**src/logic/framerPkg.sv**
```systemverilog
package framerPkg;

    // register space select, compared against addr[12:4]
    localparam logic [8:0] framerBase = 9'h0c4;

    // register offsets inside the space
    localparam logic [3:0] regControl = 4'd0;
    localparam logic [3:0] regSyncword = 4'd1;
    localparam logic [3:0] regSyncMask = 4'd2;
    localparam logic [3:0] regStatus = 4'd3;
    localparam logic [3:0] regSourceSelect = 4'd4;

    // control register fields
    localparam int ctrlWordLsb = 0;
    localparam int ctrlWordMsb = 4;
    localparam int ctrlThreshLsb = 8;
    localparam int ctrlThreshMsb = 14;
    localparam int ctrlFramesLsb = 16;
    localparam int ctrlFramesMsb = 31;

    // status register fields
    localparam int statusSyncBit = 0;
    localparam int statusStateLsb = 4;
    localparam int statusInvertBit = 8;

    // sync pattern and the correlation counts
    localparam int syncLength = 32;
    localparam int matchCountWidth = $clog2(syncLength + 1);

    // serial inputs
    localparam int sourceCount = 4;
    localparam int sourceIndexWidth = $clog2(sourceCount);
    localparam int selectWidth = 4;

    // output words are right-justified in this width
    localparam int wordWidth = 32;

    // (bitsPerWord+1) * (wordsPerFrame+1) needs 6 + 17 bits
    localparam int frameCountWidth = 23;

    typedef enum logic [1:0] {
        syncSearch = 2'd0,
        syncVerify = 2'd1,
        syncLocked = 2'd2,
        syncFlywheel = 2'd3
    } syncStateT;

endpackage

```
**src/logic/framerIfs.sv**
```systemverilog
// configuration fields, driven by the register block
interface framerCfgIf;
    import framerPkg::*;

    logic [ctrlWordMsb-ctrlWordLsb:0] bitsPerWord;
    logic [ctrlFramesMsb-ctrlFramesLsb:0] wordsPerFrame;
    logic [syncLength-1:0] syncword;
    logic [syncLength-1:0] syncwordMask;
    logic signed [ctrlThreshMsb-ctrlThreshLsb:0] syncThreshold;
    logic [selectWidth-1:0] inputSourceSelect;

    modport regs (
        output bitsPerWord,
        output wordsPerFrame,
        output syncword,
        output syncwordMask,
        output syncThreshold,
        output inputSourceSelect
    );

    modport user (
        input bitsPerWord,
        input wordsPerFrame,
        input syncword,
        input syncwordMask,
        input syncThreshold,
        input inputSourceSelect
    );

endinterface

// per-bit correlation result, match flags only valid with bitValid
interface corrResultIf;
    logic bitValid;
    logic bitData;
    logic matchTrue;
    logic matchInverted;

    modport source (output bitValid, output bitData, output matchTrue, output matchInverted);
    modport sink (input bitValid, input bitData, input matchTrue, input matchInverted);

endinterface

```
**src/logic/frameSyncFsm.sv**
```systemverilog
module frameSyncFsm (
    input  logic                    busClk,
    input  logic                    reset,
    framerCfgIf.user                cfg,
    corrResultIf.sink               corr,
    output framerPkg::syncStateT    syncState,
    output logic                    framesync,
    output logic                    invertData,
    output logic                    frameMark
);
    import framerPkg::*;

    logic bitSeen;
    logic seenTrue;
    logic seenInverted;
    logic [5:0] wordBits;
    logic [16:0] frameWords;
    logic [frameCountWidth-1:0] frameBits;
    logic [frameCountWidth-1:0] lastBit;
    logic [frameCountWidth-1:0] bitCount;
    logic atExpected;
    logic polarityMatch;
    syncStateT nextState;
    logic nextInvert;
    logic markNow;

    // frame length in bits, the sync word's last bit closes each frame
    assign wordBits = {1'b0, cfg.bitsPerWord} + 6'd1;
    assign frameWords = {1'b0, cfg.wordsPerFrame} + 17'd1;
    assign frameBits = wordBits * frameWords;
    assign lastBit = frameBits - 1'b1;

    assign atExpected = bitCount == lastBit;
    assign polarityMatch = invertData ? seenInverted : seenTrue;
    assign framesync = (syncState == syncLocked) || (syncState == syncFlywheel);

    always_comb begin
        nextState = syncState;
        nextInvert = invertData;
        markNow = 1'b0;
        if (bitSeen) begin
            if (syncState == syncSearch) begin
                // acquire on either polarity, true wins a tie
                if (seenTrue || seenInverted) begin
                    nextState = syncVerify;
                    nextInvert = !seenTrue;
                    markNow = 1'b1;
                end
            end else if (atExpected) begin
                markNow = 1'b1;
                if (polarityMatch) begin
                    nextState = syncLocked;
                end else if (syncState == syncLocked) begin
                    nextState = syncFlywheel;
                end else begin
                    // verify or a second miss in flywheel
                    nextState = syncSearch;
                end
            end
        end
    end

    // correlation flags are staged once before the decision
    always_ff @(posedge busClk) begin
        seenTrue <= corr.matchTrue;
        seenInverted <= corr.matchInverted;
    end

    always_ff @(posedge busClk) begin
        if (reset) begin
            bitSeen <= 1'b0;
            syncState <= syncSearch;
            invertData <= 1'b0;
            frameMark <= 1'b0;
            bitCount <= '0;
        end else begin
            bitSeen <= corr.bitValid;
            syncState <= nextState;
            invertData <= nextInvert;
            frameMark <= markNow;
            if (markNow) begin
                bitCount <= '0;
            end else if (bitSeen && (syncState != syncSearch)) begin
                bitCount <= bitCount + 1'b1;
            end
        end
    end

endmodule

```
**src/flat_wrapper.sv**
```systemverilog
// flat-port wrapper written by rule: the top's interface ports become plain ports
module frameSyncFsm_flat import framerPkg::*;
  (busClk, reset, syncState, framesync, invertData, frameMark, cfg_bitsPerWord, cfg_wordsPerFrame, cfg_syncword, cfg_syncwordMask, cfg_syncThreshold, cfg_inputSourceSelect, corr_bitValid, corr_bitData, corr_matchTrue, corr_matchInverted);
  framerCfgIf cfg_i ();
  corrResultIf corr_i ();
  input  logic busClk;
  input  logic reset;
  output framerPkg::syncStateT syncState;
  output logic framesync;
  output logic invertData;
  output logic frameMark;
  input wire logic [$bits(cfg_i.bitsPerWord)-1:0] cfg_bitsPerWord;
  input wire logic [$bits(cfg_i.wordsPerFrame)-1:0] cfg_wordsPerFrame;
  input wire logic [$bits(cfg_i.syncword)-1:0] cfg_syncword;
  input wire logic [$bits(cfg_i.syncwordMask)-1:0] cfg_syncwordMask;
  input wire logic [$bits(cfg_i.syncThreshold)-1:0] cfg_syncThreshold;
  input wire logic [$bits(cfg_i.inputSourceSelect)-1:0] cfg_inputSourceSelect;
  input wire logic [$bits(corr_i.bitValid)-1:0] corr_bitValid;
  input wire logic [$bits(corr_i.bitData)-1:0] corr_bitData;
  input wire logic [$bits(corr_i.matchTrue)-1:0] corr_matchTrue;
  input wire logic [$bits(corr_i.matchInverted)-1:0] corr_matchInverted;
  assign cfg_i.bitsPerWord = cfg_bitsPerWord;
  assign cfg_i.wordsPerFrame = cfg_wordsPerFrame;
  assign cfg_i.syncword = cfg_syncword;
  assign cfg_i.syncwordMask = cfg_syncwordMask;
  assign cfg_i.syncThreshold = cfg_syncThreshold;
  assign cfg_i.inputSourceSelect = cfg_inputSourceSelect;
  assign corr_i.bitValid = corr_bitValid;
  assign corr_i.bitData = corr_bitData;
  assign corr_i.matchTrue = corr_matchTrue;
  assign corr_i.matchInverted = corr_matchInverted;
  frameSyncFsm u_core (.busClk(busClk), .reset(reset), .cfg(cfg_i), .corr(corr_i), .syncState(syncState), .framesync(framesync), .invertData(invertData), .frameMark(frameMark));
endmodule
```
**config.mk**
```make
export PLATFORM = sky130hd
export DESIGN_NAME = frameSyncFsm_flat
export DESIGN_NICKNAME = d
export VERILOG_FILES = /design/src/logic/framerPkg.sv /design/src/logic/framerIfs.sv /design/src/logic/frameSyncFsm.sv /design/src/flat_wrapper.sv
export SDC_FILE = /design/constraint.sdc
export NUM_CORES = 1
export LEC_CHECK = 0
export BUFFER_PORTS_ARGS = -buffer_cell sky130_fd_sc_hd__buf_2
export CAP_MARGIN = 30
export CORE_MARGIN = 2
export CORE_UTILIZATION = 36
export DETAILED_ROUTE_END_ITERATION = 8
export SKIP_CTS_REPAIR_TIMING = 1
export SLEW_MARGIN = 10
export SYNTH_ARGS = -nofsm -noshare
export SYNTH_HDL_FRONTEND = slang
export SYNTH_SLANG_ARGS = --single-unit
```
**constraint.sdc**
```tcl
create_clock -name busClk -period 11.72 [get_ports busClk]
set_input_delay 0.586 -clock busClk [delete_from_list [all_inputs] [get_ports busClk]]
set_output_delay 0.586 -clock busClk [all_outputs]
set_load 0.01 [all_outputs]
```
# Yosys cells after proc, flatten, opt, wreduce, memory -nomap -nowiden
# Cells that the tools add are included.
# Widths: inputs -> output; s select.
dict set report word_totals {
  regBits 30
  output_inout_bits 5
  wordCells 36
}
dict set report classes {
  add_sub_neg 4
  multipliers 1
  eq_ne 4
  mux 10
  n_reduce_logical 10
}
# cell count
set op_table {}
lappend op_table {{$add 23x1->23 const B} 1}
lappend op_table {{$eq 23x23->1} 1}
lappend op_table {{$mul 6x17->23} 1}
lappend op_table {{$sub 23x1->23 const B} 1}
lappend op_table {{$add 16x1->17 const B} 1}
lappend op_table {{$mux 2} 5}
lappend op_table {{$add 5x1->6 const B} 1}
lappend op_table {{$reduce_and 3->1} 2}
lappend op_table {{$mux 1} 5}
lappend op_table {{$eq 2x2->1 const B} 2}
lappend op_table {{$reduce_bool 2->1} 2}
lappend op_table {{$logic_not 2->1} 1}
lappend op_table {{$logic_or 1x1->1} 2}
lappend op_table {{$ne 2x2->1 const B} 1}
lappend op_table {{$reduce_or 2->1} 1}
lappend op_table {{$logic_and 1x1->1} 1}
lappend op_table {{$logic_not 1->1} 1}

# Logic depth before layout (Yosys ltp)
# Gate-level depths: netlist of the first run.
dict set report depth {
  ltp_word 8
  mapped_depth 25
  depth_no_buf 22
}

# Least setup slack after synthesis of the first run
# OpenSTA, ideal clock, no wires.
dict set report synth_path {
  path_type {input port to flip-flop}
  startpoint {input port cfg_wordsPerFrame[0]}
  endpoint {register u_core.bitCount[0]}
  setup_time_ns 0.119
  arrival_ns 6.202
  path_slack_ns 5.399
  stages 25
  cell_sequence {ha_1 nand2_1 or2_2 nor3_1 nand3_1 xnor2_1 nand2_1 fa_1 fa_1 fa_1 inv_1 fa_1 ha_1 clkbuf_1 a21oi_1 o21a_1 a2bb2oi_1 o2111ai_1 a2111oi_1 nand4_1 and4bb_1 or3_1 buf_6 buf_12 nor2_4}
}
dict set report synth_via {
  elab_chain_len 8
}
# element line_no
set synth_lines {}
lappend synth_lines {{start: declaration} flat_wrapper.sv:13} ;# input wire logic [$bits(cfg_i.wordsPerFrame)-1:0] cfg_wordsPerFrame;
lappend synth_lines {{$add 16x1->17} frameSyncFsm.sv:29} ;# assign frameWords = {1'b0, cfg.wordsPerFrame} + 17'd1;
lappend synth_lines {{$mul 6x17->23} frameSyncFsm.sv:30} ;# assign frameBits = wordBits * frameWords;
lappend synth_lines {{$sub 23x1->23} frameSyncFsm.sv:31} ;# assign lastBit = frameBits - 1'b1;
lappend synth_lines {{$eq 23x23->1} frameSyncFsm.sv:33} ;# assign atExpected = bitCount == lastBit;
lappend synth_lines {{$mux 1} frameSyncFsm.sv:49} ;# end else if (atExpected) begin
lappend synth_lines {{$mux 1} frameSyncFsm.sv:42} ;# if (syncState == syncSearch) begin
lappend synth_lines {{$mux 1} frameSyncFsm.sv:41} ;# if (bitSeen) begin
lappend synth_lines {{$reduce_or 2->1 (no line)} -}
lappend synth_lines {{end signal: assignment} frameSyncFsm.sv:84} ;# bitCount <= bitCount + 1'b1;
lappend synth_lines {{end: declaration} frameSyncFsm.sv:20} ;# logic [frameCountWidth-1:0] bitCount;
# No other way between the ends.
# A chain may end at the register's enable or synchronous reset.

# Worst setup path after layout of the first run
dict set report layout_path {
  startpoint {input port cfg_wordsPerFrame[0]}
  endpoint {register u_core.bitCount[12]}
}
# Same word-level chain as after synthesis.

==> run_summary.xml, run 1 <==
<?xml version="1.0" encoding="UTF-8"?>
<metrics>
  <group name="status">
    <metric name="run_status" unit="">finished clean</metric>
  </group>
  <group name="yosys">
    <metric name="synth.yosys.seq_area_share" unit="%">10.6</metric>
    <metric name="synth_nets" unit="">879</metric>
    <metric name="postSynth.topFlopCell" unit="">dfxtp_1</metric>
    <metric name="yosys.area.top_type_share" unit="%">22.0</metric>
    <metric name="synth_cell_types" unit="">67</metric>
    <metric name="asyncSetResetFlopFracSynth" unit="%">0</metric>
    <metric name="post_synth_instance_area" unit="um^2">5650</metric>
    <metric name="synth_cells" unit="">660</metric>
    <metric name="yosysWarnings" unit="">0</metric>
    <metric name="synth.area.top_cells" unit="">fa_1 22%, ha_1 12%, dfxtp_1 11%</metric>
    <metric name="synth.avg_cell_area" unit="um^2">8.56</metric>
    <metric name="ys_seq_elements" unit="">30</metric>
    <metric name="synth_edf_count" unit="">0</metric>
    <metric name="synth_area_leader_cell" unit="">fa_1</metric>
  </group>
  <group name="worst_setup_path">
    <metric name="cp_slowest_cell" unit="">fa_1</metric>
    <metric name="worst-path-max-fanout" unit="">15</metric>
    <metric name="timing.reg2reg.setup_slack" unit="ns">8.63</metric>
    <metric name="endpoint_kind" unit="">register</metric>
    <metric name="crit_chain" unit="">buf_2, ha_1, nand2_1, or2_2, nor3_1, nand3_1, xnor2_1, nand2_1, fa_1, fa_1, fa_1, inv_1, fa_1, ha_1, a21oi_1, o21a_1, a2bb2oi_1, o2111ai_1, a2111oi_1, nand4_1, and4bb_1, or3_2, buf_12, nor2_1</metric>
    <metric name="cp_data_arrival_time" unit="ns">7.56</metric>
    <metric name="timing.critical_path.required" unit="ns">11.88</metric>
    <metric name="path_delay_family" unit="">adder cells</metric>
    <metric name="crit_path_frequent_cell" unit="">fa_1</metric>
    <metric name="count_of_buffer_and_inverter_cells_on_the_critical_path" unit="">3</metric>
    <metric name="timing.critical_path.slowest_cell_delay" unit="ns">0.55</metric>
    <metric name="worstSetupStartpointType" unit="">primary input</metric>
    <metric name="worst-setup-path-type" unit="">primary input to register</metric>
  </group>
  <group name="timing">
    <metric name="unrepaired_setup_endpoints_after_global_routing" unit="">false</metric>
    <metric name="final_min_period_over_clock_period" unit="%">63.2</metric>
    <metric name="report.final.slew_viol_count" unit="">0</metric>
    <metric name="max_slew_margin" unit="%">42.5</metric>
    <metric name="tightestPinTransition" unit="ns">0.858</metric>
    <metric name="clock_skew" unit="ns">0.00452</metric>
    <metric name="fmax" unit="MHz">135</metric>
    <metric name="setup-violations-final" unit="">0</metric>
    <metric name="hold_violations" unit="">0</metric>
    <metric name="final_period_minus_worst_setup_slack" unit="ns">7.40</metric>
    <metric name="setup_tns" unit="ns">0</metric>
  </group>
  <group name="final_layout">
    <metric name="layout_commonest_cell" unit="">nand2_1</metric>
    <metric name="layout_common_cells" unit="">114 x nand2_1, 62 x fa_1, 55 x ha_1</metric>
    <metric name="fin_nets" unit="">898</metric>
    <metric name="diodes" unit="">0</metric>
    <metric name="drive_gt1_share" unit="%">11.5</metric>
    <metric name="area_growth" unit="%">7.97</metric>
    <metric name="layout.core_utilization" unit="%">40.0</metric>
  </group>
  <group name="floorplan">
    <metric name="core_area" unit="um^2">15300</metric>
    <metric name="die_width" unit="um">129</metric>
    <metric name="die_h" unit="um">129</metric>
    <metric name="num_io_pins" unit="">107</metric>
    <metric name="num_rows" unit="">45</metric>
    <metric name="initial_utilization" unit="%">37.0</metric>
    <metric name="die_area" unit="um^2">16700</metric>
  </group>
  <group name="detailed_routing">
    <metric name="drt_first_iter_violations" unit="">195</metric>
    <metric name="routed_wirelength" unit="um">11800</metric>
    <metric name="route.layer.met1.wl" unit="um">6180</metric>
    <metric name="residual_antenna_violating_net_count_after_detailed_routing" unit="">0</metric>
    <metric name="num_vias" unit="">4418</metric>
    <metric name="drc_errors" unit="">0</metric>
    <metric name="amount_of_wire_on_met3_after_detailed_routing" unit="um">338</metric>
    <metric name="detail_route.first_pass.iterations" unit="">4</metric>
    <metric name="top_layer" unit="">met4</metric>
    <metric name="routed-wl-met2" unit="um">5260</metric>
    <metric name="wl_per_cell" unit="um">13.3</metric>
    <metric name="post_drt_via_cell_ratio" unit="">4.96</metric>
  </group>
  <group name="global_route">
    <metric name="grt_use_total" unit="%">15.7</metric>
    <metric name="grt_first_pass_wirelength" unit="um">21700</metric>
    <metric name="grt_max_degree" unit="">21</metric>
    <metric name="first_global_vias" unit="">4441</metric>
    <metric name="grt_overflow_total" unit="">0</metric>
    <metric name="number_of_antenna_violations_at_the_first_check_in_global_routing" unit="">0</metric>
  </group>
  <group name="power">
    <metric name="cellLeakagePower" unit="nW">2.53</metric>
    <metric name="fin_total_pwr" unit="mW">1.48</metric>
    <metric name="vdd_drop_max" unit="uV">109</metric>
    <metric name="power-per-cell-area" unit="nW/um^2">243</metric>
  </group>
  <group name="clocking">
    <metric name="clock_sink_count" unit="">30</metric>
    <metric name="tritoncts_clock_tree" unit="">built</metric>
    <metric name="clock_latency" unit="ns">0.27</metric>
    <metric name="numCtsBuffers" unit="">5</metric>
    <metric name="htree_num_levels" unit="">2</metric>
    <metric name="clock_tree.root_cell" unit="">clkbuf_16</metric>
    <metric name="clock_path_buffers" unit="">2</metric>
    <metric name="worst_setup_hold_path_clk_slew" unit="ns">0.05</metric>
  </group>
  <group name="place">
    <metric name="placement.io_buffers" unit="">30</metric>
    <metric name="hpwl" unit="um">9800</metric>
    <metric name="routabilityCongestion" unit="">0.881</metric>
  </group>
  <group name="run">
    <metric name="max_cap_check_violation_count" unit="">0</metric>
  </group>
  <group name="min_path">
    <metric name="holdCritPathClass" unit="">primary input to register</metric>
  </group>
</metrics>
## cell families (layout without fill, tap and decap cells)
| family | Yosys count | after routing | share of synthesized area [%] |
|---|---|---|---|
| and+or+nand+nor | 272 | 272 | 25.4 |
| adders and majority gates | 117 | 117 | 34.2 |
| AOI/OAI and AO/OA | 88 | 88 | 11.3 |
| xor gates and xnor gates | 74 | 74 | 11.6 |
| buffers and inverters | 74 | 93 | 6.07 |
| DFF | 30 | 30 | 10.6 |
| muxes | 5 | 5 | 0.908 |
## final timing paths
kind	from	to	cells past startpoint
worst min-delay path	corr_matchInverted	u_core.seenInverted	1
worst max register to register	u_core.bitCount[8]	u_core.bitCount[12]	10
worst max-delay path	cfg_wordsPerFrame[0]	u_core.bitCount[12]	24
worst min register to register	u_core.seenTrue	u_core.invertData	1
## sequential cells by signal (all words and copies together) (netlist names), named ones only
register,count
u_core.bitCount,23
u_core.syncState,1
u_core.invertData,1
u_core.seenInverted,1
u_core.frameMark,1
u_core.bitSeen,1
u_core.seenTrue,1
## worst reg2reg max path: stages, from the launching register on
cell and delay, ns:
dfxtp_1 0.39, xor2_1 0.36, o22ai_1 0.15, nor4_1 0.28, o2111ai_1 0.18, a2111oi_1 0.34, nand4_1 0.19, and4bb_1 0.35
or3_2 0.41, buf_12 0.26, nor2_1 0.07
## where the power goes
| group | internal, mW | total [mW] | switching (mW) |
|---|---|---|---|
| sequential | 0.104 | 0.105 | 0.00102 |
| clock | 0.0773 | 0.118 | 0.0408 |
| combinational | 0.480 | 1.26 | 0.781 |
| total | 0.661 | 1.48 | 0.823 |
## synthesized netlist by cell type (3+ instances only)
library cell,instances
a211oi_1,4
a21o_1,5
a21oi_1,22
a21oi_2,3
and2_1,14
and3_1,9
and4_1,4
buf_4,4
clkbuf_1,12
dfxtp_1,30
fa_1,62
ha_1,55
inv_1,52
mux2i_1,4
nand2_1,114
nand2b_1,4
nand3_1,23
nand4_1,11
nor2_1,33
nor2_4,19
nor2b_1,19
nor3_1,4
nor4_1,3
o21a_1,4
o21ai_0,17
o21ai_1,3
o22ai_1,3
or3_1,5
xnor2_1,40
xor2_1,33
## metal layers
metal | vias up | global-route usage (%)
met5 | - | 0
met4 | 0 | 1.98
met3 | 4 | 1.28
met2 | 67 | 24.4
met1 | 2118 | 24.2
li1 | 2229 | -
## final cells by class
cell class	count	area, um^2
Clock buffer	7	133
Fill cell	1561	9160
Inverter	52	195
Multi-Input combinational cell	556	4710
Sequential cell	30	601
Tap cell	211	264
Timing Repair Buffer	34	193
## stage by stage
stage / std cells / hold slack (ns) / setup WS, ns / cell area (um^2)
floorplan: 660 / 0.431 / 5.40 / 5650
global placement: 881 / 0.449 / 3.75 / 5940
detailed placement: 883 / 0.458 / 4.01 / 5970
CTS: 890 / 0.407 / 4.24 / 6100
global route: 890 / 0.409 / 3.86 / 6100
finish: 890 / 0.417 / 4.32 / 6100
Note: power is estimated with default switching activity, not from simulation.
==> run 2: changes to the inputs <==
--- a/config.mk
+++ b/config.mk
@@ -5,6 +5,7 @@
 export SDC_FILE = /design/constraint.sdc
 export NUM_CORES = 1
 export LEC_CHECK = 0
+export ABC_AREA = 1
 export BUFFER_PORTS_ARGS = -buffer_cell sky130_fd_sc_hd__buf_2
 export CAP_MARGIN = 30
 export CORE_MARGIN = 2
==> constraint.sdc (replaced) <==
create_clock -name busClk -period 6.2 [get_ports busClk]
set_input_delay 0.31 -clock busClk [delete_from_list [all_inputs] [get_ports busClk]]
set_output_delay 0.31 -clock busClk [all_outputs]
set_load 0.01 [all_outputs]
==> run_summary.xml, run 2 <==
<?xml version="1.0" encoding="UTF-8"?>
<metrics>
  <group name="worst_setup_path">
    <metric name="worst-setup-path-type" unit="">primary input to register</metric>
    <metric name="timing.critical_path.required" unit="ns">6.36</metric>
    <metric name="worstSetupStartpointType" unit="">primary input</metric>
    <metric name="cp_data_arrival_time" unit="ns">6.02</metric>
    <metric name="cp_slowest_cell" unit="">fa_1</metric>
    <metric name="timing.critical_path.slowest_cell_delay" unit="ns">0.54</metric>
    <metric name="worst-path-max-fanout" unit="">8</metric>
    <metric name="endpoint_kind" unit="">register</metric>
  </group>
  <group name="final_layout">
    <metric name="layout_common_cells" unit="">231 x nand2_1, 143 x inv_1, 86 x nor2_1</metric>
    <metric name="drive_gt1_share" unit="%">18.6</metric>
    <metric name="finalInstanceArea" unit="um^2">6890</metric>
    <metric name="multiInputGateArea" unit="um^2">4650</metric>
    <metric name="max_ffs_per_register" unit="">23</metric>
    <metric name="area_growth" unit="%">20.9</metric>
    <metric name="layout_commonest_cell" unit="">nand2_1</metric>
    <metric name="fin_nets" unit="">1134</metric>
    <metric name="largest-register" unit="">u_core.bitCount</metric>
    <metric name="fill_cells" unit="">1594</metric>
    <metric name="diodes" unit="">0</metric>
    <metric name="regArea" unit="um^2">601</metric>
  </group>
  <group name="yosys">
    <metric name="synth.yosys.seq_area_share" unit="%">10.5</metric>
    <metric name="synth.area.top_cells" unit="">fa_1 22%, nand2_1 15%, ha_1 12%</metric>
    <metric name="post_synth_fa_ha_maj_area_fraction" unit="%">33.9</metric>
    <metric name="synth_edf_count" unit="">0</metric>
    <metric name="yosysWarnings" unit="">0</metric>
    <metric name="dominant_combinational_cell_family_by_area_after_synthesis" unit="">adder cells</metric>
    <metric name="synth_area_leader_cell" unit="">fa_1</metric>
    <metric name="yosys-mux-area-fraction" unit="%">0</metric>
    <metric name="synth_nets" unit="">1053</metric>
    <metric name="most_used_standard_cell_by_instance_count_after_synthesis" unit="">nand2_1</metric>
    <metric name="post_synth_instance_area" unit="um^2">5700</metric>
    <metric name="yosys.area_share.simple" unit="%">33.2</metric>
    <metric name="synth_cell_types" unit="">39</metric>
    <metric name="postSynth.topFlopCell" unit="">dfxtp_1</metric>
    <metric name="asyncSetResetFlopFracSynth" unit="%">0</metric>
    <metric name="synth_cells" unit="">834</metric>
    <metric name="yosys.area.top_type_share" unit="%">21.8</metric>
    <metric name="ys_seq_elements" unit="">30</metric>
    <metric name="compound_cell_area_share_of_the_yosys_netlist" unit="%">5.07</metric>
    <metric name="post_synth_most_frequent_cells" unit="">234 x nand2_1, 146 x inv_1, 94 x nor2_1</metric>
    <metric name="synth.avg_cell_area" unit="um^2">6.83</metric>
    <metric name="yosys.area_share.xor_xnor" unit="%">6.00</metric>
  </group>
  <group name="place">
    <metric name="post_dp_cell_area" unit="um^2">6430</metric>
    <metric name="hpwl" unit="um">10900</metric>
    <metric name="routabilityCongestion" unit="">0.816</metric>
    <metric name="placement.io_buffers" unit="">30</metric>
  </group>
  <group name="global_route">
    <metric name="grt_overflow_total" unit="">0</metric>
    <metric name="number_of_antenna_violations_at_the_first_check_in_global_routing" unit="">0</metric>
    <metric name="grt_use_total" unit="%">16.1</metric>
    <metric name="grt_first_pass_wirelength" unit="um">22300</metric>
    <metric name="first_global_vias" unit="">5001</metric>
    <metric name="grt_max_degree" unit="">19</metric>
  </group>
  <group name="power">
    <metric name="internal_power" unit="mW">1.49</metric>
    <metric name="vdd_drop_max" unit="uV">191</metric>
    <metric name="power.sequential.fraction" unit="%">6.5</metric>
    <metric name="cellLeakagePower" unit="nW">3.38</metric>
    <metric name="clockPowerShare" unit="%">9.2</metric>
    <metric name="total_switching_power" unit="mW">1.54</metric>
    <metric name="pwr-share-comb" unit="%">84.3</metric>
    <metric name="power-per-cell-area" unit="nW/um^2">440</metric>
    <metric name="power.share.switching" unit="%">50.7</metric>
  </group>
  <group name="timing">
    <metric name="tightestPinTransition" unit="ns">0.639</metric>
    <metric name="final_period_minus_worst_setup_slack" unit="ns">5.86</metric>
    <metric name="unrepaired_setup_endpoints_after_global_routing" unit="">true</metric>
    <metric name="setup-violations-final" unit="">0</metric>
    <metric name="report.final.slew_viol_count" unit="">0</metric>
    <metric name="final_min_period_over_clock_period" unit="%">94.5</metric>
    <metric name="setup_tns" unit="ns">0</metric>
    <metric name="max_slew_margin" unit="%">57.2</metric>
    <metric name="hold_violations" unit="">0</metric>
    <metric name="fmax" unit="MHz">171</metric>
    <metric name="clock_skew" unit="ns">0.00748</metric>
  </group>
  <group name="clocking">
    <metric name="clock_latency" unit="ns">0.27</metric>
    <metric name="clock_path_buffers" unit="">2</metric>
    <metric name="numCtsBuffers" unit="">5</metric>
    <metric name="clock_tree.root_cell" unit="">clkbuf_16</metric>
    <metric name="htree_num_levels" unit="">2</metric>
    <metric name="worst_setup_hold_path_clk_slew" unit="ns">0.05</metric>
    <metric name="tritoncts_clock_tree" unit="">built</metric>
    <metric name="clock_sink_count" unit="">30</metric>
  </group>
  <group name="run">
    <metric name="max_cap_check_violation_count" unit="">0</metric>
  </group>
  <group name="floorplan">
    <metric name="die_area" unit="um^2">16800</metric>
    <metric name="num_io_pins" unit="">107</metric>
    <metric name="die_width" unit="um">130</metric>
    <metric name="core_area" unit="um^2">15300</metric>
    <metric name="num_rows" unit="">45</metric>
    <metric name="die_h" unit="um">130</metric>
    <metric name="initial_utilization" unit="%">37.2</metric>
  </group>
  <group name="detailed_routing">
    <metric name="detail_route.first_pass.iterations" unit="">4</metric>
    <metric name="post_drt_via_cell_ratio" unit="">4.57</metric>
    <metric name="routed_wirelength" unit="um">12900</metric>
    <metric name="drt_first_iter_violations" unit="">217</metric>
    <metric name="wl_per_cell" unit="um">11.4</metric>
    <metric name="num_vias" unit="">5144</metric>
    <metric name="residual_antenna_violating_net_count_after_detailed_routing" unit="">0</metric>
    <metric name="drc_errors" unit="">0</metric>
  </group>
  <group name="status">
    <metric name="run_status" unit="">finished clean</metric>
  </group>
  <group name="min_path">
    <metric name="holdCritPathClass" unit="">primary input to register</metric>
  </group>
</metrics>
==> run 2: cell count changes after synthesis, sizes merged, moves of 6 or more <==
cell | previous run | this run
a211oi | 6 | 0
a21oi | 25 | 32
and2 | 14 | 2
and3 | 9 | 0
buf | 10 | 4
inv | 52 | 155
nand2 | 114 | 238
nand3 | 24 | 43
nor2 | 53 | 104
nor2b | 19 | 0
nor3 | 4 | 13
o21ai | 20 | 9
xnor2 | 40 | 12
xor2 | 34 | 27
==> run 2: kinds of logic after synthesis <==
family,count (synthesis)
AO/OA/AOI/OAI,51
XOR/XNOR,39
adder cells (fa/ha/maj),117
buffers and inverters,169
flip-flops,30
AND/OR/NAND/NOR,428
==> run 2: cell type report <==
cell class                 count  share of cell area, %
clock inverter                 1                  0.436
sequential                    30                   8.72
timing repair buffer          86                   8.97
tap                          211                   3.83
inverter                     157                   8.56
clock buffer                   6                   2.02
multi-input combinational    635                   67.5
==> run 2: final timing paths <==
path / start / endpoint / slack [ns] / depth (start not counted)
max: cfg_wordsPerFrame[0] / u_core.bitCount[13] / 0.34 / 33
min reg2reg: u_core.invertData / u_core.invertData / 0.48 / 2
min: corr_matchInverted / u_core.seenInverted / 0.13 / 1
max reg2reg: u_core.syncState[0] / u_core.bitCount[13] / 3.81 / 15
==> run 2: worst max-delay path: cells and delay by family <==
kind / cells / cell delay [ns]
simple gates: 14 / 1.77
xor+xnor: 1 / 0.19
compound gates: 4 / 0.54
fa+ha+maj: 5 / 2.30
buf+inv: 9 / 0.89
==> run 2: per-layer routing <==
metal | track usage, % | vias to the layer above | wire (um)
met5 | 0 | - | 0
met4 | 3.54 | 0 | 150
met3 | 1.15 | 16 | 289
met1 | 22.8 | 2348 | 6460
met2 | 26.9 | 68 | 5960
li1 | - | 2712 | -
==> run 2: power by group through the flow <==
stage / logic [mW] / registers [mW] / clock network (mW)
6_report: 2.55 / 0.198 / 0.277
5_1_grt: 2.96 / 0.198 / 0.294
4_1_cts: 2.35 / 0.198 / 0.284
3_5_place_dp: 2.33 / 0.202 / 0
3_3_place_gp: 2.31 / 0.202 / 0
2_1_floorplan: 1.69 / 0.202 / 0
==> run 2: per-stage QoR <==
stage	hold WS (ns)	cells	setup WS (ns)	total power, mW	util [%]
2_1_floorplan	0.338	834	0.593	1.90	-
3_3_place_gp	0.413	1111	-0.240	2.51	42.0
3_5_place_dp	0.414	1111	-0.264	2.53	42.0
4_1_cts	0.128	1118	-0.0407	2.83	43.1
5_1_grt	0.124	1126	-0.0898	3.45	45.0
6_report	0.135	1126	0.341	3.03	45.0
==> run 3: changes to the inputs <==
--- a/config.mk
+++ b/config.mk
@@ -11,6 +11,8 @@
 export CORE_MARGIN = 2
 export CORE_UTILIZATION = 36
 export DETAILED_ROUTE_END_ITERATION = 8
+export GPL_TIMING_DRIVEN = 1
+export RECOVER_POWER = 100
 export SKIP_CTS_REPAIR_TIMING = 1
 export SLEW_MARGIN = 10
 export SYNTH_ARGS = -nofsm -noshare
==> constraint.sdc (replaced) <==
create_clock -name busClk -period 5.1 [get_ports busClk]
set_input_delay 0.255 -clock busClk [delete_from_list [all_inputs] [get_ports busClk]]
set_output_delay 0.255 -clock busClk [all_outputs]
set_load 0.01 [all_outputs]
==> run_summary.xml, run 3 (same netlist as run 2, synthesis figures left out) <==
<?xml version="1.0" encoding="UTF-8"?>
<metrics>
  <group name="power">
    <metric name="vdd_drop_max" unit="uV">254</metric>
    <metric name="power.sequential.fraction" unit="%">6.1</metric>
    <metric name="total_switching_power" unit="mW">1.94</metric>
    <metric name="internal_power" unit="mW">2.03</metric>
    <metric name="power.share.switching" unit="%">48.8</metric>
    <metric name="power-per-cell-area" unit="nW/um^2">532</metric>
    <metric name="clockPowerShare" unit="%">9.9</metric>
    <metric name="pwr-share-comb" unit="%">84.0</metric>
    <metric name="cellLeakagePower" unit="nW">3.64</metric>
  </group>
  <group name="timing">
    <metric name="tightestPinTransition" unit="ns">0.656</metric>
    <metric name="final_period_minus_worst_setup_slack" unit="ns">5.56</metric>
    <metric name="setup-violations-final" unit="">26</metric>
    <metric name="fmax" unit="MHz">180</metric>
    <metric name="max_slew_margin" unit="%">56.1</metric>
    <metric name="clock_skew" unit="ns">0.00469</metric>
    <metric name="report.final.slew_viol_count" unit="">0</metric>
    <metric name="unrepaired_setup_endpoints_after_global_routing" unit="">true</metric>
    <metric name="fin_ws" unit="ns">-0.464</metric>
    <metric name="final_min_period_over_clock_period" unit="%">109</metric>
    <metric name="hold_violations" unit="">0</metric>
    <metric name="setup_tns" unit="ns">-11.34</metric>
  </group>
  <group name="final_layout">
    <metric name="layout_commonest_cell" unit="">nand2_1</metric>
    <metric name="fin_nets" unit="">1181</metric>
    <metric name="largest-register" unit="">u_core.bitCount</metric>
    <metric name="finalInstanceArea" unit="um^2">7450</metric>
    <metric name="layout_common_cells" unit="">223 x nand2_1, 141 x inv_1, 95 x buf_4</metric>
    <metric name="diodes" unit="">0</metric>
    <metric name="drive_gt1_share" unit="%">24.6</metric>
    <metric name="max_ffs_per_register" unit="">23</metric>
    <metric name="layout.core_utilization" unit="%">48.7</metric>
    <metric name="area_growth" unit="%">30.8</metric>
  </group>
  <group name="place">
    <metric name="place_ws" unit="ns">-0.883</metric>
    <metric name="placement.io_buffers" unit="">30</metric>
    <metric name="routabilityCongestion" unit="">0.876</metric>
    <metric name="hpwl" unit="um">11500</metric>
    <metric name="post_dp_cell_area" unit="um^2">6880</metric>
  </group>
  <group name="floorplan">
    <metric name="initial_utilization" unit="%">37.2</metric>
    <metric name="core_area" unit="um^2">15300</metric>
    <metric name="die_width" unit="um">130</metric>
    <metric name="num_io_pins" unit="">107</metric>
    <metric name="num_rows" unit="">45</metric>
    <metric name="die_h" unit="um">130</metric>
    <metric name="die_area" unit="um^2">16800</metric>
  </group>
  <group name="detailed_routing">
    <metric name="detail_route.first_pass.iterations" unit="">4</metric>
    <metric name="num_vias" unit="">5290</metric>
    <metric name="residual_antenna_violating_net_count_after_detailed_routing" unit="">0</metric>
    <metric name="post_drt_via_cell_ratio" unit="">4.51</metric>
    <metric name="drt_first_iter_violations" unit="">195</metric>
    <metric name="wl_per_cell" unit="um">11.4</metric>
    <metric name="drc_errors" unit="">0</metric>
    <metric name="routed_wirelength" unit="um">13400</metric>
  </group>
  <group name="clocking">
    <metric name="worst_setup_hold_path_clk_slew" unit="ns">0.05</metric>
    <metric name="clock_sink_count" unit="">30</metric>
    <metric name="clock_path_buffers" unit="">2</metric>
    <metric name="numCtsBuffers" unit="">5</metric>
    <metric name="htree_num_levels" unit="">2</metric>
    <metric name="clock_tree.root_cell" unit="">clkbuf_16</metric>
    <metric name="tritoncts_clock_tree" unit="">built</metric>
    <metric name="clock_latency" unit="ns">0.27</metric>
  </group>
  <group name="status">
    <metric name="failed_checks" unit="">setup timing</metric>
    <metric name="run_status" unit="">complete, but fails checks</metric>
  </group>
  <group name="worst_setup_path">
    <metric name="path_delay_family" unit="">adder cells</metric>
    <metric name="endpoint_kind" unit="">register</metric>
    <metric name="worst-path-max-fanout" unit="">6</metric>
    <metric name="crit_path_frequent_cell" unit="">fa_1</metric>
    <metric name="count_of_buffer_and_inverter_cells_on_the_critical_path" unit="">9</metric>
    <metric name="cp_slowest_cell" unit="">fa_1</metric>
    <metric name="worst-setup-path-type" unit="">primary input to register</metric>
    <metric name="timing.critical_path.slowest_cell_delay" unit="ns">0.56</metric>
    <metric name="timing.critical_path.required" unit="ns">5.27</metric>
    <metric name="worstSetupStartpointType" unit="">primary input</metric>
    <metric name="cp_data_arrival_time" unit="ns">5.73</metric>
  </group>
  <group name="global_route">
    <metric name="first_global_vias" unit="">5087</metric>
    <metric name="number_of_antenna_violations_at_the_first_check_in_global_routing" unit="">0</metric>
    <metric name="grt_overflow_total" unit="">0</metric>
    <metric name="grt_max_degree" unit="">24</metric>
    <metric name="grt_use_total" unit="%">16.3</metric>
    <metric name="grt_first_pass_wirelength" unit="um">22700</metric>
  </group>
  <group name="run">
    <metric name="max_cap_check_violation_count" unit="">0</metric>
  </group>
  <group name="min_path">
    <metric name="holdCritPathClass" unit="">primary input to register</metric>
  </group>
</metrics>
[run 3: cell count changes in the layout (fill, tap and decap cells not counted), moves of 3 or more]
cell	previous run	this run
nand2_4	0	3
clkbuf_1	0	6
nor2_1	86	76
nor2_2	9	18
nand2_2	7	12
nand2_1	231	223
buf_4	51	95
buf_2	29	21
[run 3: path summary, 6_finish.rpt]
check / endpoint / slack (ns) / cells after the start / from
setup reg to reg: u_core.bitCount[19] / 2.85 / 13 / u_core.syncState[0]
setup / recovery: u_core.bitCount[15] / -0.46 / 35 / cfg_wordsPerFrame[1]
hold / removal: u_core.seenInverted / 0.08 / 1 / corr_matchInverted
hold reg to reg: u_core.invertData / 0.50 / 2 / u_core.invertData
[run 3: cell type report]
type,count,area (um^2)
clock inverter,2,60.1
tap,211,264
timing repair buffer,133,1030
multi-input combinational,635,4770
fill,1572,7860
clock buffer,6,139
sequential,30,601
inverter,157,592
[run 3: through the flow]
stage | instances | hold WS, ns | total power, mW
floorplan | 834 | 0.283 | 2.44
global placement | 1152 | 0.357 | 3.41
detailed placement | 1152 | 0.359 | 3.41
CTS | 1160 | 0.0713 | 3.85
global route | 1174 | 0.0718 | 4.44
finish | 1174 | 0.0781 | 3.97
[run 3: power by group through the flow]
stage                     logic [mW]  registers (mW)  clock network [mW]
after floorplan                 2.20           0.245                   0
after global placement          3.17           0.245                   0
after detailed placement        3.17           0.245                   0
after CTS                       3.20           0.241               0.402
after global routing            3.79           0.241               0.413
final                           3.33           0.241               0.393
[run 3: routing by layer]
layer | GRT usage (%) | up-vias | routed length (um)
met5 | 0 | - | 0
met4 | 3.29 | 0 | 137
li1 | - | 2810 | -
met1 | 23.2 | 2392 | 6430
met3 | 1.03 | 14 | 359
met2 | 27.7 | 74 | 6450
